<file path="src/design/memUnit_defs.svh">
`ifndef MEMUNIT_DEFS_SVH
`define MEMUNIT_DEFS_SVH

// Address-generation ports feeding the memory unit
`define NUM_AGUS 2

// Load buffer slots, must be a power of two
`define LB_SIZE 8

`define SQN_BITS 7

// Uncached I/O window, both bounds inclusive
`define MMIO_BASE 32'h1000_0000
`define MMIO_TOP 32'h1FFF_FFFF

`endif

</file>
<file path="src/design/memUnitPkg.sv">
`default_nettype none

`include "memUnit_defs.svh"

package memUnitPkg;

    // Sequence numbers wrap, so order is always taken from a signed difference
    typedef logic [`SQN_BITS-1:0] SqN;
    typedef logic [6:0] Tag;
    typedef logic [31:0] MemAddr;
    typedef logic [1:0] AccessSize;
    typedef logic [$clog2(`LB_SIZE)-1:0] SlotIdx;

    typedef enum logic [1:0] {
        AGU_NO_EXCEPTION,
        AGU_ADDR_MISALIGN,
        AGU_ACCESS_FAULT
    } AguExc;

    // Accesses are naturally aligned, so a common word plus the size code decides the overlap
    function automatic logic accessOverlap(
        input MemAddr stAddr,
        input AccessSize stSize,
        input MemAddr ldAddr,
        input AccessSize ldSize
    );
        logic sameWord;
        sameWord = stAddr[31:2] == ldAddr[31:2];
        return sameWord && (stSize == 2'd2 ||
            (stSize == 2'd1 && (ldSize > 2'd1 || ldAddr[1] == stAddr[1])) ||
            (stSize == 2'd0 && (ldSize > 2'd0 || ldAddr[1:0] == stAddr[1:0])));
    endfunction

    function automatic logic isMmioAddr(input MemAddr addr);
        return addr >= `MMIO_BASE && addr <= `MMIO_TOP;
    endfunction

endpackage

`default_nettype wire

</file>
<file path="src/design/aguOpIf.sv">
`timescale 1ns/10ps
`default_nettype none

// One load or store per cycle, present only while valid is high
interface aguOpIf;
    import memUnitPkg::*;

    logic valid;
    logic isLoad;
    MemAddr addr;
    AccessSize size;
    logic signExtend;
    SqN sqN;
    SqN loadSqN;
    Tag tagDst;
    logic doNotCommit;
    logic earlyFail;
    AguExc exc;
    MemAddr pc;
    logic compressed;

    modport producer (
        output valid, isLoad, addr, size, signExtend, sqN, loadSqN, tagDst,
        output doNotCommit, earlyFail, exc, pc, compressed
    );
    modport consumer (
        input valid, isLoad, addr, size, signExtend, sqN, loadSqN, tagDst,
        input doNotCommit, earlyFail, exc, pc, compressed
    );
endinterface

`default_nettype wire

</file>
<file path="src/design/loadIssueIf.sv">
`timescale 1ns/10ps
`default_nettype none

// Load request toward the cache. A late request holds while valid and stall are both high
interface loadIssueIf;
    import memUnitPkg::*;

    logic valid;
    MemAddr addr;
    AccessSize size;
    logic signExtend;
    SqN loadSqN;
    SqN sqN;
    Tag tagDst;
    logic doNotCommit;
    AguExc exc;
    logic isMmio;
    logic stall;

    modport issuer (
        output valid, addr, size, signExtend, loadSqN, sqN, tagDst, doNotCommit, exc, isMmio,
        input stall
    );
    modport cache (
        input valid, addr, size, signExtend, loadSqN, sqN, tagDst, doNotCommit, exc, isMmio,
        output stall
    );
endinterface

`default_nettype wire

</file>
<file path="src/design/forwardHazardDetect.sv">
`timescale 1ns/10ps
`default_nettype none

`include "memUnit_defs.svh"

module forwardHazardDetect (
    aguOpIf.consumer agu[`NUM_AGUS],
    output logic delayLoad[`NUM_AGUS],
    output logic nonSpec[`NUM_AGUS]
);
    import memUnitPkg::*;

    logic valid[`NUM_AGUS];
    logic isLoad[`NUM_AGUS];
    logic dnc[`NUM_AGUS];
    logic earlyFail[`NUM_AGUS];
    MemAddr addr[`NUM_AGUS];
    AccessSize size[`NUM_AGUS];
    SqN loadSqN[`NUM_AGUS];
    AguExc exc[`NUM_AGUS];

    for (genvar g = 0; g < `NUM_AGUS; g++) begin : gPort
        assign valid[g] = agu[g].valid;
        assign isLoad[g] = agu[g].isLoad;
        assign dnc[g] = agu[g].doNotCommit;
        assign earlyFail[g] = agu[g].earlyFail;
        assign addr[g] = agu[g].addr;
        assign size[g] = agu[g].size;
        assign loadSqN[g] = agu[g].loadSqN;
        assign exc[g] = agu[g].exc;
    end

    always_comb begin
        for (int h = 0; h < `NUM_AGUS; h++) begin
            nonSpec[h] = valid[h] && isLoad[h] && isMmioAddr(addr[h]) &&
                exc[h] == AGU_NO_EXCEPTION;
            delayLoad[h] = nonSpec[h] || earlyFail[h];

            // A store issued alongside that is not younger would need its data forwarded
            for (int i = 0; i < `NUM_AGUS; i++) begin
                if (i != h && valid[h] && isLoad[h] && valid[i] && !isLoad[i] &&
                    $signed(loadSqN[i] - loadSqN[h]) <= 0 &&
                    (!dnc[i] || loadSqN[i] != loadSqN[h]) &&
                    exc[h] == AGU_NO_EXCEPTION &&
                    accessOverlap(addr[i], size[i], addr[h], size[h]))
                    delayLoad[h] = 1'b1;
            end
        end
    end

endmodule

`default_nettype wire

</file>
<file path="src/design/lateIssueSelect.sv">
`timescale 1ns/10ps
`default_nettype none

`include "memUnit_defs.svh"

module lateIssueSelect (
    input wire logic [`LB_SIZE-1:0] pending,
    input wire logic [`LB_SIZE-1:0] nonSpec,
    input wire memUnitPkg::SlotIdx deqSlot,
    input wire memUnitPkg::SqN headSqN,
    input wire memUnitPkg::SqN comSqN,
    input wire logic sqDone,
    output memUnitPkg::SlotIdx pick,
    output logic pickValid
);
    import memUnitPkg::*;

    always_comb begin
        SlotIdx idx;
        pick = deqSlot;
        pickValid = 1'b0;

        // Oldest speculative load first, counting from the head
        for (int i = 0; i < `LB_SIZE; i++) begin
            idx = deqSlot + SlotIdx'(i);
            if (!pickValid && pending[idx] && !nonSpec[idx]) begin
                pickValid = 1'b1;
                pick = idx;
            end
        end

        // The head always wins. MMIO loads wait until everything older has committed
        if (pending[deqSlot] && (!nonSpec[deqSlot] || (headSqN == comSqN && sqDone))) begin
            pickValid = 1'b1;
            pick = deqSlot;
        end
    end

endmodule

`default_nettype wire

</file>
<file path="src/design/squashMaskGen.sv">
`timescale 1ns/10ps
`default_nettype none

`include "memUnit_defs.svh"

module squashMaskGen (
    input wire logic brTaken,
    input wire memUnitPkg::SqN brLoadSqN,
    input wire memUnitPkg::SqN baseSqN,
    input wire memUnitPkg::SqN lastBaseSqN,
    output logic [`LB_SIZE-1:0] mask
);
    import memUnitPkg::*;

    SlotIdx startSlot;
    SlotIdx endSlot;

    assign startSlot = brTaken ? SlotIdx'(brLoadSqN) : SlotIdx'(lastBaseSqN);
    assign endSlot = SlotIdx'(baseSqN);

    always_comb begin
        logic active;
        // Start already active when the range wraps past the last slot.
        // A branch at the head slot clears the whole buffer, an unchanged base clears nothing
        active = brTaken ? (endSlot <= startSlot) : (endSlot < startSlot);
        for (int i = 0; i < `LB_SIZE; i++) begin
            if (brTaken) begin
                if (i == startSlot)
                    active = 1'b1;
                else if (i == endSlot)
                    active = 1'b0;
            end else begin
                if (i == endSlot)
                    active = 1'b0;
                else if (i == startSlot)
                    active = 1'b1;
            end
            mask[i] = active;
        end
    end

endmodule

`default_nettype wire

</file>
<file path="src/design/loadBuffer.sv">
`timescale 1ns/10ps
`default_nettype none

`include "memUnit_defs.svh"

module loadBuffer (
    input wire logic clk,
    input wire logic rst,
    aguOpIf.consumer agu[`NUM_AGUS],
    loadIssueIf.issuer early[`NUM_AGUS],
    loadIssueIf.issuer late[`NUM_AGUS],
    input wire logic ackValid[`NUM_AGUS],
    input wire logic ackFail[`NUM_AGUS],
    input wire memUnitPkg::SqN ackLoadSqN[`NUM_AGUS],
    input wire memUnitPkg::SqN comLoadSqN,
    input wire memUnitPkg::SqN comSqN,
    input wire logic sqDone,
    input wire logic brTaken,
    input wire logic brFlush,
    input wire memUnitPkg::SqN brSqN,
    input wire memUnitPkg::SqN brLoadSqN,
    output logic redirTaken,
    output memUnitPkg::MemAddr redirPc,
    output memUnitPkg::SqN redirSqN,
    output memUnitPkg::SqN redirLoadSqN,
    output memUnitPkg::SqN maxLoadSqN
);
    import memUnitPkg::*;

    localparam int IDX_BITS = $clog2(`LB_SIZE);
    localparam int HI_BITS = `SQN_BITS - IDX_BITS;

    // Entry storage, the slot index supplies the low loadSqN bits
    SqN eSqN[`LB_SIZE];
    Tag eTag[`LB_SIZE];
    logic [HI_BITS-1:0] eHi[`LB_SIZE];
    MemAddr eAddr[`LB_SIZE];
    AccessSize eSize[`LB_SIZE];
    logic eSignExt[`LB_SIZE];
    logic eDnc[`LB_SIZE];
    logic [`LB_SIZE-1:0] eNonSpec;
    logic [`LB_SIZE-1:0] eIssued;
    logic [`LB_SIZE-1:0] eValid;

    logic aValid[`NUM_AGUS];
    logic aIsLoad[`NUM_AGUS];
    logic aSignExt[`NUM_AGUS];
    logic aDnc[`NUM_AGUS];
    logic aCompressed[`NUM_AGUS];
    MemAddr aAddr[`NUM_AGUS];
    MemAddr aPc[`NUM_AGUS];
    AccessSize aSize[`NUM_AGUS];
    SqN aSqN[`NUM_AGUS];
    SqN aLoadSqN[`NUM_AGUS];
    Tag aTag[`NUM_AGUS];
    AguExc aExc[`NUM_AGUS];

    logic lValid[`NUM_AGUS];
    logic lSignExt[`NUM_AGUS];
    logic lDnc[`NUM_AGUS];
    logic lMmio[`NUM_AGUS];
    MemAddr lAddr[`NUM_AGUS];
    AccessSize lSize[`NUM_AGUS];
    SqN lLoadSqN[`NUM_AGUS];
    SqN lSqN[`NUM_AGUS];
    Tag lTag[`NUM_AGUS];
    AguExc lExc[`NUM_AGUS];
    logic lateStall[`NUM_AGUS];

    logic delayLoad[`NUM_AGUS];
    logic nonSpec[`NUM_AGUS];
    logic storeConflict[`NUM_AGUS];
    SlotIdx deqSlot;
    SlotIdx pick;
    logic pickValid;
    logic [`LB_SIZE-1:0] squashMask;
    logic brFar;
    SqN lastBaseSqN;

    assign deqSlot = SlotIdx'(comLoadSqN);
    assign brFar = $signed(brLoadSqN - comLoadSqN) >= `LB_SIZE;

    for (genvar g = 0; g < `NUM_AGUS; g++) begin : gPort
        assign aValid[g] = agu[g].valid;
        assign aIsLoad[g] = agu[g].isLoad;
        assign aSignExt[g] = agu[g].signExtend;
        assign aDnc[g] = agu[g].doNotCommit;
        assign aCompressed[g] = agu[g].compressed;
        assign aAddr[g] = agu[g].addr;
        assign aPc[g] = agu[g].pc;
        assign aSize[g] = agu[g].size;
        assign aSqN[g] = agu[g].sqN;
        assign aLoadSqN[g] = agu[g].loadSqN;
        assign aTag[g] = agu[g].tagDst;
        assign aExc[g] = agu[g].exc;
        assign lateStall[g] = late[g].stall;

        assign early[g].valid = aValid[g] && aIsLoad[g] && !delayLoad[g];
        assign early[g].addr = aAddr[g];
        assign early[g].size = aSize[g];
        assign early[g].signExtend = aSignExt[g];
        assign early[g].loadSqN = aLoadSqN[g];
        assign early[g].sqN = aSqN[g];
        assign early[g].tagDst = aTag[g];
        assign early[g].doNotCommit = aDnc[g];
        assign early[g].exc = aExc[g];
        assign early[g].isMmio = isMmioAddr(aAddr[g]);

        assign late[g].valid = lValid[g];
        assign late[g].addr = lAddr[g];
        assign late[g].size = lSize[g];
        assign late[g].signExtend = lSignExt[g];
        assign late[g].loadSqN = lLoadSqN[g];
        assign late[g].sqN = lSqN[g];
        assign late[g].tagDst = lTag[g];
        assign late[g].doNotCommit = lDnc[g];
        assign late[g].exc = lExc[g];
        assign late[g].isMmio = lMmio[g];
    end

    forwardHazardDetect forwardHazardDetect_i (
        .agu(agu),
        .delayLoad(delayLoad),
        .nonSpec(nonSpec)
    );

    lateIssueSelect lateIssueSelect_i (
        .pending(eValid & ~eIssued),
        .nonSpec(eNonSpec),
        .deqSlot(deqSlot),
        .headSqN(eSqN[deqSlot]),
        .comSqN(comSqN),
        .sqDone(sqDone),
        .pick(pick),
        .pickValid(pickValid)
    );

    squashMaskGen squashMaskGen_i (
        .brTaken(brTaken),
        .brLoadSqN(brLoadSqN),
        .baseSqN(comLoadSqN),
        .lastBaseSqN(lastBaseSqN),
        .mask(squashMask)
    );

    // A store hitting a younger load that already read memory means that load saw stale data
    always_comb begin
        SqN entLoadSqN;
        for (int h = 0; h < `NUM_AGUS; h++) begin
            storeConflict[h] = 1'b0;
            for (int i = 0; i < `LB_SIZE; i++) begin
                entLoadSqN = {eHi[i], SlotIdx'(i)};
                if (eValid[i] && eIssued[i] && $signed(aLoadSqN[h] - entLoadSqN) <= 0 &&
                    (!aDnc[h] || aLoadSqN[h] != entLoadSqN) &&
                    accessOverlap(aAddr[h], aSize[h], eAddr[i], eSize[i]))
                    storeConflict[h] = 1'b1;
            end
        end
    end

    always_ff @(posedge clk) begin
        logic [`NUM_AGUS-1:0] passthru;
        SlotIdx slot;
        passthru = '0;
        lastBaseSqN <= comLoadSqN;
        maxLoadSqN <= comLoadSqN + SqN'(`LB_SIZE - 1);
        redirTaken <= 1'b0;

        if (rst) begin
            eValid <= '0;
            for (int p = 0; p < `NUM_AGUS; p++)
                lValid[p] <= 1'b0;
        end else begin
            for (int p = 0; p < `NUM_AGUS; p++) begin
                if (!lateStall[p])
                    lValid[p] <= 1'b0;
                if (ackValid[p] && ackFail[p])
                    eIssued[SlotIdx'(ackLoadSqN[p])] <= 1'b0;
            end

            if (brTaken) begin
                for (int i = 0; i < `LB_SIZE; i++)
                    if ((squashMask[i] && !brFar) || brFlush)
                        eValid[i] <= 1'b0;
                for (int p = 0; p < `NUM_AGUS; p++)
                    if ($signed(lSqN[p] - brSqN) > 0 || brFlush)
                        lValid[p] <= 1'b0;
            end else begin
                for (int p = 0; p < `NUM_AGUS; p++) begin
                    if (!lValid[p] || !lateStall[p]) begin
                        // Buffered loads reissue on port 0 only
                        if (p == 0 && pickValid) begin
                            eIssued[pick] <= 1'b1;
                            lAddr[p] <= eAddr[pick];
                            lSize[p] <= eSize[pick];
                            lSignExt[p] <= eSignExt[pick];
                            lLoadSqN[p] <= {eHi[pick], pick};
                            lSqN[p] <= eSqN[pick];
                            lTag[p] <= eTag[pick];
                            lDnc[p] <= eDnc[pick];
                            lExc[p] <= AGU_NO_EXCEPTION;
                            lMmio[p] <= isMmioAddr(eAddr[pick]);
                            lValid[p] <= 1'b1;
                        end else if (aValid[p] && aIsLoad[p] && delayLoad[p] && !nonSpec[p]) begin
                            lAddr[p] <= aAddr[p];
                            lSize[p] <= aSize[p];
                            lSignExt[p] <= aSignExt[p];
                            lLoadSqN[p] <= aLoadSqN[p];
                            lSqN[p] <= aSqN[p];
                            lTag[p] <= aTag[p];
                            lDnc[p] <= aDnc[p];
                            lExc[p] <= aExc[p];
                            lMmio[p] <= 1'b0;
                            lValid[p] <= 1'b1;
                            passthru[p] = 1'b1;
                        end
                    end
                end
                for (int i = 0; i < `LB_SIZE; i++)
                    if (squashMask[i])
                        eValid[i] <= 1'b0;
            end

            for (int p = 0; p < `NUM_AGUS; p++) begin
                if (aValid[p] && (!brTaken || $signed(aSqN[p] - brSqN) <= 0)) begin
                    if (aIsLoad[p]) begin
                        slot = SlotIdx'(aLoadSqN[p]);
                        eSqN[slot] <= aSqN[p];
                        eTag[slot] <= aTag[p];
                        eHi[slot] <= aLoadSqN[p][`SQN_BITS-1:IDX_BITS];
                        eAddr[slot] <= aAddr[p];
                        eSize[slot] <= aSize[p];
                        eSignExt[slot] <= aSignExt[p];
                        eDnc[slot] <= aDnc[p];
                        eNonSpec[slot] <= nonSpec[p];
                        eIssued[slot] <= !delayLoad[p] || passthru[p];
                        eValid[slot] <= 1'b1;
                    end else if (storeConflict[p]) begin
                        // Restart right after the store, which covers every younger load
                        redirTaken <= 1'b1;
                        redirPc <= aPc[p] + (aCompressed[p] ? 32'd2 : 32'd4);
                        redirSqN <= aSqN[p];
                        redirLoadSqN <= aLoadSqN[p] + SqN'(aDnc[p]);
                    end
                end
            end
        end
    end

endmodule

`default_nettype wire

</file>
<file path="src/design/memLoadUnit.sv">
`timescale 1ns/10ps
`default_nettype none

`include "memUnit_defs.svh"

module memLoadUnit (
    input wire logic clk,
    input wire logic rst,
    input wire logic aguValid[`NUM_AGUS],
    input wire logic aguIsLoad[`NUM_AGUS],
    input wire memUnitPkg::MemAddr aguAddr[`NUM_AGUS],
    input wire memUnitPkg::AccessSize aguSize[`NUM_AGUS],
    input wire logic aguSignExtend[`NUM_AGUS],
    input wire memUnitPkg::SqN aguSqN[`NUM_AGUS],
    input wire memUnitPkg::SqN aguLoadSqN[`NUM_AGUS],
    input wire memUnitPkg::Tag aguTag[`NUM_AGUS],
    input wire logic aguDoNotCommit[`NUM_AGUS],
    input wire logic aguEarlyFail[`NUM_AGUS],
    input wire memUnitPkg::AguExc aguExc[`NUM_AGUS],
    input wire memUnitPkg::MemAddr aguPc[`NUM_AGUS],
    input wire logic aguCompressed[`NUM_AGUS],
    input wire logic ackValid[`NUM_AGUS],
    input wire logic ackFail[`NUM_AGUS],
    input wire memUnitPkg::SqN ackLoadSqN[`NUM_AGUS],
    input wire logic stall[`NUM_AGUS],
    input wire memUnitPkg::SqN comLoadSqN,
    input wire memUnitPkg::SqN comSqN,
    input wire logic sqDone,
    input wire logic brTaken,
    input wire logic brFlush,
    input wire memUnitPkg::SqN brSqN,
    input wire memUnitPkg::SqN brLoadSqN,
    output logic earlyValid[`NUM_AGUS],
    output memUnitPkg::MemAddr earlyAddr[`NUM_AGUS],
    output memUnitPkg::AccessSize earlySize[`NUM_AGUS],
    output memUnitPkg::SqN earlyLoadSqN[`NUM_AGUS],
    output memUnitPkg::Tag earlyTag[`NUM_AGUS],
    output logic lateValid[`NUM_AGUS],
    output memUnitPkg::MemAddr lateAddr[`NUM_AGUS],
    output memUnitPkg::AccessSize lateSize[`NUM_AGUS],
    output memUnitPkg::SqN lateLoadSqN[`NUM_AGUS],
    output memUnitPkg::Tag lateTag[`NUM_AGUS],
    output logic lateIsMmio[`NUM_AGUS],
    output logic redirTaken,
    output memUnitPkg::MemAddr redirPc,
    output memUnitPkg::SqN redirSqN,
    output memUnitPkg::SqN redirLoadSqN,
    output memUnitPkg::SqN maxLoadSqN
);
    aguOpIf agu[`NUM_AGUS]();
    loadIssueIf early[`NUM_AGUS]();
    loadIssueIf late[`NUM_AGUS]();

    for (genvar g = 0; g < `NUM_AGUS; g++) begin : gPort
        assign agu[g].valid = aguValid[g];
        assign agu[g].isLoad = aguIsLoad[g];
        assign agu[g].addr = aguAddr[g];
        assign agu[g].size = aguSize[g];
        assign agu[g].signExtend = aguSignExtend[g];
        assign agu[g].sqN = aguSqN[g];
        assign agu[g].loadSqN = aguLoadSqN[g];
        assign agu[g].tagDst = aguTag[g];
        assign agu[g].doNotCommit = aguDoNotCommit[g];
        assign agu[g].earlyFail = aguEarlyFail[g];
        assign agu[g].exc = aguExc[g];
        assign agu[g].pc = aguPc[g];
        assign agu[g].compressed = aguCompressed[g];

        // The early path goes straight to the cache and is never held
        assign early[g].stall = 1'b0;
        assign late[g].stall = stall[g];

        assign earlyValid[g] = early[g].valid;
        assign earlyAddr[g] = early[g].addr;
        assign earlySize[g] = early[g].size;
        assign earlyLoadSqN[g] = early[g].loadSqN;
        assign earlyTag[g] = early[g].tagDst;

        assign lateValid[g] = late[g].valid;
        assign lateAddr[g] = late[g].addr;
        assign lateSize[g] = late[g].size;
        assign lateLoadSqN[g] = late[g].loadSqN;
        assign lateTag[g] = late[g].tagDst;
        assign lateIsMmio[g] = late[g].isMmio;
    end

    loadBuffer loadBuffer_i (
        .clk(clk),
        .rst(rst),
        .agu(agu),
        .early(early),
        .late(late),
        .ackValid(ackValid),
        .ackFail(ackFail),
        .ackLoadSqN(ackLoadSqN),
        .comLoadSqN(comLoadSqN),
        .comSqN(comSqN),
        .sqDone(sqDone),
        .brTaken(brTaken),
        .brFlush(brFlush),
        .brSqN(brSqN),
        .brLoadSqN(brLoadSqN),
        .redirTaken(redirTaken),
        .redirPc(redirPc),
        .redirSqN(redirSqN),
        .redirLoadSqN(redirLoadSqN),
        .maxLoadSqN(maxLoadSqN)
    );

endmodule

`default_nettype wire

</file>
<file path="config.mk">
export PLATFORM = sky130hd
export DESIGN_NAME = memLoadUnit
export DESIGN_NICKNAME = d
export VERILOG_FILES = /design/src/design/memUnitPkg.sv /design/src/design/aguOpIf.sv /design/src/design/loadIssueIf.sv /design/src/design/forwardHazardDetect.sv /design/src/design/lateIssueSelect.sv /design/src/design/squashMaskGen.sv /design/src/design/loadBuffer.sv /design/src/design/memLoadUnit.sv
export VERILOG_INCLUDE_DIRS = /design/src /design/src/design
export SDC_FILE = /design/constraint.sdc
export NUM_CORES = 2
export LEC_CHECK = 0
export BUFFER_PORTS_ARGS = -buffer_cell sky130_fd_sc_hd__buf_2
export CORE_MARGIN = 2
export CORE_UTILIZATION = 35
export CTS_CLUSTER_DIAMETER = 60
export CTS_CLUSTER_SIZE = 12
export DETAILED_ROUTE_END_ITERATION = 12
export GPL_TIMING_DRIVEN = 0
export PLACE_DENSITY = 0.58
export RECOVER_POWER = 25
export SLEW_MARGIN = 15
export SYNTH_ARGS = -nofsm -noshare
export SYNTH_HDL_FRONTEND = slang
export SYNTH_HIERARCHICAL = 1
export SYNTH_SLANG_ARGS = --single-unit
</file>
<file path="constraint.sdc">
create_clock -name clk -period 5.8 [get_ports clk]
set_input_delay 0.29 -clock clk [delete_from_list [all_inputs] [get_ports clk]]
set_output_delay 0.29 -clock clk [all_outputs]
set_load 0.02 [all_outputs]
</file>
; Word-level counts from Yosys, hierarchy flattened
; Memories as Yosys holds them, arrays and structs flattened.
; Index checks and enable logic that the tools add are counted.
[totals]
regBits = 81
output_inout_bits = 252
ram_bits = 530
mem_count = 12
elab_cells = 798
[classes]
addsub = 35
n_eq_ne = 91
muxes = 245
n_lt_le_gt_ge = 69
reduce_logical = 315
bitwise_logic = 22
[mem_list]
columns = memory, depth, word_bits, read_ports, rd_ports_with_merged_regs, write_ports, line_no
row1 = loadBuffer_i.eAddr, 8, 32, 9, 0, 2, loadBuffer.sv:37  ; MemAddr eAddr[`LB_SIZE];
row2 = loadBuffer_i.lAddr, 2, 32, 2, 0, 2, loadBuffer.sv:62  ; MemAddr lAddr[`NUM_AGUS];
row3 = loadBuffer_i.eSqN, 8, 7, 2, 0, 2, loadBuffer.sv:34  ; SqN eSqN[`LB_SIZE];
row4 = loadBuffer_i.eTag, 8, 7, 1, 0, 2, loadBuffer.sv:35  ; Tag eTag[`LB_SIZE];
row5 = loadBuffer_i.eHi, 8, 4, 9, 0, 2, loadBuffer.sv:36  ; logic [HI_BITS-1:0] eHi[`LB_SIZE];
row6 = loadBuffer_i.eSize, 8, 2, 9, 0, 2, loadBuffer.sv:38  ; AccessSize eSize[`LB_SIZE];
row7 = 6 more memories, n/a, n/a, n/a, n/a, n/a, n/a
[op_table]
columns = op, n
row1 = 30-bit equality test, 18
row2 = 32-bit two-way mux, 7
row3 = 8-bit two-way mux, 25
row4 = 1-bit logical AND, 171
row5 = 7-bit subtractor, 23
row6 = 1-bit two-way mux, 159
row7 = 7-bit by 1-bit less-or-equal comparator with 1-bit output (second input constant), 20
row8 = 7-bit inequality test, 18
row9 = 1-bit logical OR, 109
row10 = 7-bit two-way mux, 15
row11 = 32-bit by 29-bit greater-or-equal comparator with 1-bit output (second input constant), 3
row12 = 32-bit by 29-bit less-or-equal comparator with 1-bit output (second input constant), 3
row13 = 32-bit adder, 2
row14 = 3-bit by 4-bit less-than comparator with 1-bit output (second input constant), 13
row15 = 1-bit binary-select mux with 3-bit select, 16
row16 = 2-bit by 1-bit greater-than comparator with 1-bit output (second input constant), 20
row17 = 2-bit equality test, 18
row18 = 3-bit two-way mux, 11
row19 = 8-bit bitwise mux, 4
row20 = 1-bit zero test, 29
row21 = 8-bit bitwise AND, 3
row22 = 3-bit equality test (first input constant), 8
row23 = 8-bit NOT, 3
row24 = 8-bit bitwise OR, 3
row25 = other kinds (21), 76

; Logic depth before layout (Yosys ltp)
[logic_depth]
word_depth = 51
mapped_depth = 19
depth_no_buf = 15

; Modules after synthesis
; Netlist, hierarchy kept.
[modules_own_cells]
columns = module, n_inst, seq_area_each_um2, cells_per_inst, area_per_inst_um2
row1 = loadBuffer, 1, 18928.2, 3732, 43843.3
row2 = lateIssueSelect, 1, 0.0, 141, 1237.4
row3 = forwardHazardDetect, 1, 0.0, 139, 977.2
row4 = squashMaskGen, 1, 0.0, 85, 556.8
row5 = memLoadUnit, 1, 0.0, 7, 48.8

; Worst setup path before layout
; Ideal clock, no wire load.
[synth_timing]
path_type = input -> register
start = input brSqN[1]
end = memory loadBuffer_i/eAddr[2][0] (netlist name) (enable)
n_path_buf = 1
arrival_time_ns = 5.371
path_stages = 11
setup_ns = 0.486
t_required_ns = 5.314
path_slack_ns = -0.057
path_cell_list = inv_1 ha_1 nor2b_1 o21a_1 or4b_1 o41ai_2 and3b_1 a211oi_4 buf_4 nand3b_1 a21oi_1
[synth_lines]
columns = element, line_no
row1 = start: declaration, memLoadUnit.sv:31  ; input wire memUnitPkg::SqN brSqN,
row2 = end: declaration, loadBuffer.sv:37

==> metrics <==
critical path launch point type primary input; post-CTS setup buffer count 0; DP Worst Slack -2.398 ns; number of global-route vias before repair 36,870; Tcrit/Tclk final 101.9%; Worst EP required 6.20 ns; drt pass-1 iters 5; filler cell count 12,570; PortBufs 483; vias 39,020; Chip Height 364.0 um; fmax 169.2 MHz; synthesized area per cell 11.27 um^2; # hold bufs at CTS 94; worst slew pin tran 3.359 ns; VDD IR max 0.2285 mV; Post-Syn Nets 4,386; area of the multi-input gates 0.02503 mm^2; worst skew pair latency 0.71 ns; total gr overflow 0; Pins Over Slew Limit 50; die span in x 364.0 um; minimum clock period 5.910 ns; die area 0.1325 mm^2; register area 0.01813 mm^2; crit-path max FO 8; met3 usage 10.01%; GR Util All Layers 32.99%; DRT Wirelength 224.1 mm; Iteration-0 DRC Markers 5,424; Worst R2R Setup Slack 0.27 ns; final count of negative-setup-slack endpoints 6; setup slack after layout -0.1105 ns; fin util 42.25%; CP Capture Type flop; crit path DAT 6.31 ns; # nets final 5,090; CTS buffer count 84; clk sinks 610; layout cells sized above 1 24.66%; slowest CP cell nor3_1; Hold WC Path Type in -> reg; Root Buffer clkbuf_16; DR WL/cell 34.28 um; Worst path depth 12; slowest stage delay, CP 0.87 ns; Reg clk slew, reported paths 0.05 ns; CP Buf/Inv Count 4; most frequent cell on the critical path clkbuf_1; met1 Use GR 44.61%; core area 0.1290 mm^2; first-pass GRT wire length 302.1 mm; Mapped Area 0.04536 mm^2; antenna violations before repair 13; HPWL after DPL 175.0 mm; WS Path Type in -> reg; htree depth 3; non-filler cells, final 6,538; RePlAce Congestion 1.047; largest net degree at the start of global routing 50; Cell Pwr Density 244.0 mW/mm^2; Worst path top cell family by delay simple AND/OR/NAND/NOR gates; leakage dissipation 19.12 nW; Synth Instances 4,023; antenna viol nets, final 0; initial core utilization 35.16%; Final Hold Viols 1; RSZ-0062 raised after global routing no; Longest Clk Path Bufs 3; failing checks hold timing, capacitance limit, slew limit, setup timing; Slew HR -123.9%; io pins 495; grt met2 use 48.49%; row cnt 132; outcome finished with violations; Inst Count DP 6,289; total power 13.30 mW; GRT busiest layer met2; via/cell ratio 5.968; max-cap viol count 1; hold slack -0.1299 ns; CP cell instances dlygate4sd3_1, clkbuf_1, xnor2_1, nand4_1, nor3_1, nand3_1, o31ai_2, nor4b_2, nand2_2, clkbuf_2, clkbuf_1, o21ai_0; worst hold path depth 1; area grow syn2layout 20.16%; DRC 0; CTS tree done; Final Skew 0.05113 ns; Worst Reg-to-Reg Cells 13; YS warnings 6
## registers in the layout, indices dropped and copies added (netlist names), 14 cells and up
register	cells
loadBuffer_i/lLoadSqN	14
loadBuffer_i/eTag	56
loadBuffer_i/redirPc	32
loadBuffer_i/eSize	16
loadBuffer_i/eHi	32
loadBuffer_i/lTag	14
loadBuffer_i/lSqN	14
loadBuffer_i/lAddr	64
loadBuffer_i/eSqN	56
loadBuffer_i/eAddr	256
## report_power, final
group / internal (mW) / switching [mW] / leakage, nW
Combinational: 1.06 / 1.85 / 12.2
Clock: 2.94 / 2.29 / 1.32
Sequential: 5.02 / 0.128 / 5.55
Total: 9.02 / 4.28 / 19.1
## worst reg2reg max path, cell delays in order (launching register included)
cell and delay (ns):
edfxtp_1 0.41, mux4_2 0.48, nand2_1 0.08, nand2_1 0.11, xnor2_1 0.14, nand4_1 0.43
o21ai_0 0.23, a32oi_1 0.42, nand3_1 0.42, nor4b_2 0.56, nand2_2 0.50, clkbuf_2 0.48
clkbuf_1 0.34, o21ai_0 0.63
## layout make-up
| cell class | count | area share, % |
|---|---|---|
| clock inverters | 52 | 0.9665 |
| flip-flops and latches | 610 | 33.26 |
| well taps | 1742 | 3.999 |
| multi-input cells | 2918 | 45.93 |
| clock buffers | 97 | 4.063 |
| plain buffers | 396 | 3.878 |
| inverters | 99 | 0.6864 |
| repair buffers | 618 | 7.190 |
| diodes | 6 | 0.02755 |
## stage by stage
stage | TNS [ns] | area, um^2
6_report | -0.3909 | 54500
5_1_grt | 0 | 54490
4_1_cts | 0 | 54800
3_5_place_dp | -148.90 | 51020
3_3_place_gp | -2200.67 | 49950
2_1_floorplan | 0 | 45360
## routing by layer
metal,part of all wire [%],routed length [um]
met1,41,91370
met2,42,94240
met3,12,26980
met4,5.1,11340
met5,0.085,191
## timing repair
item                                    4_1_cts  5_1_grt
endpoints found under the setup margin       64       60
hold endpoints to repair                    106        1
pin swaps                                     0        0
resized for setup                            40       34
## placed cells by master, fill, tap and decap left out, types with 15 or more instances in the layout
cell type	instances
o21ai_0	88
nand4_1	114
clkbuf_16	87
dfxtp_1	19
nor2b_1	28
buf_16	22
a21o_1	19
dlygate4sd3_1	94
xor2_1	301
nand2_1	189
inv_1	92
nor4_1	98
buf_1	33
nor3_1	49
buf_2	272
nand2b_1	26
nor3b_1	15
clkbuf_2	29
edfxtp_1	591
a21oi_1	133
nor2_1	190
and3_1	17
mux2_1	32
mux2_2	382
nand4b_1	18
buf_4	76
ha_1	114
nand3_1	96
nor4b_1	20
a211oi_1	18
mux4_2	129
mux2i_1	147
clkbuf_1	431
clkbuf_4	39
xnor2_1	389
## final timing paths
path	endpoint	from
min reg2reg	loadBuffer_i/eValid[4]	loadBuffer_i/eValid[4]
min	loadBuffer_i/lastBaseSqN[0]	comLoadSqN[0]
max	loadBuffer_i/lLoadSqN[0][1]	aguAddr[26]
max reg2reg	loadBuffer_i/lLoadSqN[0][1]	loadBuffer_i/eSqN[3][5]
Note: power is estimated with default switching activity, not from simulation.
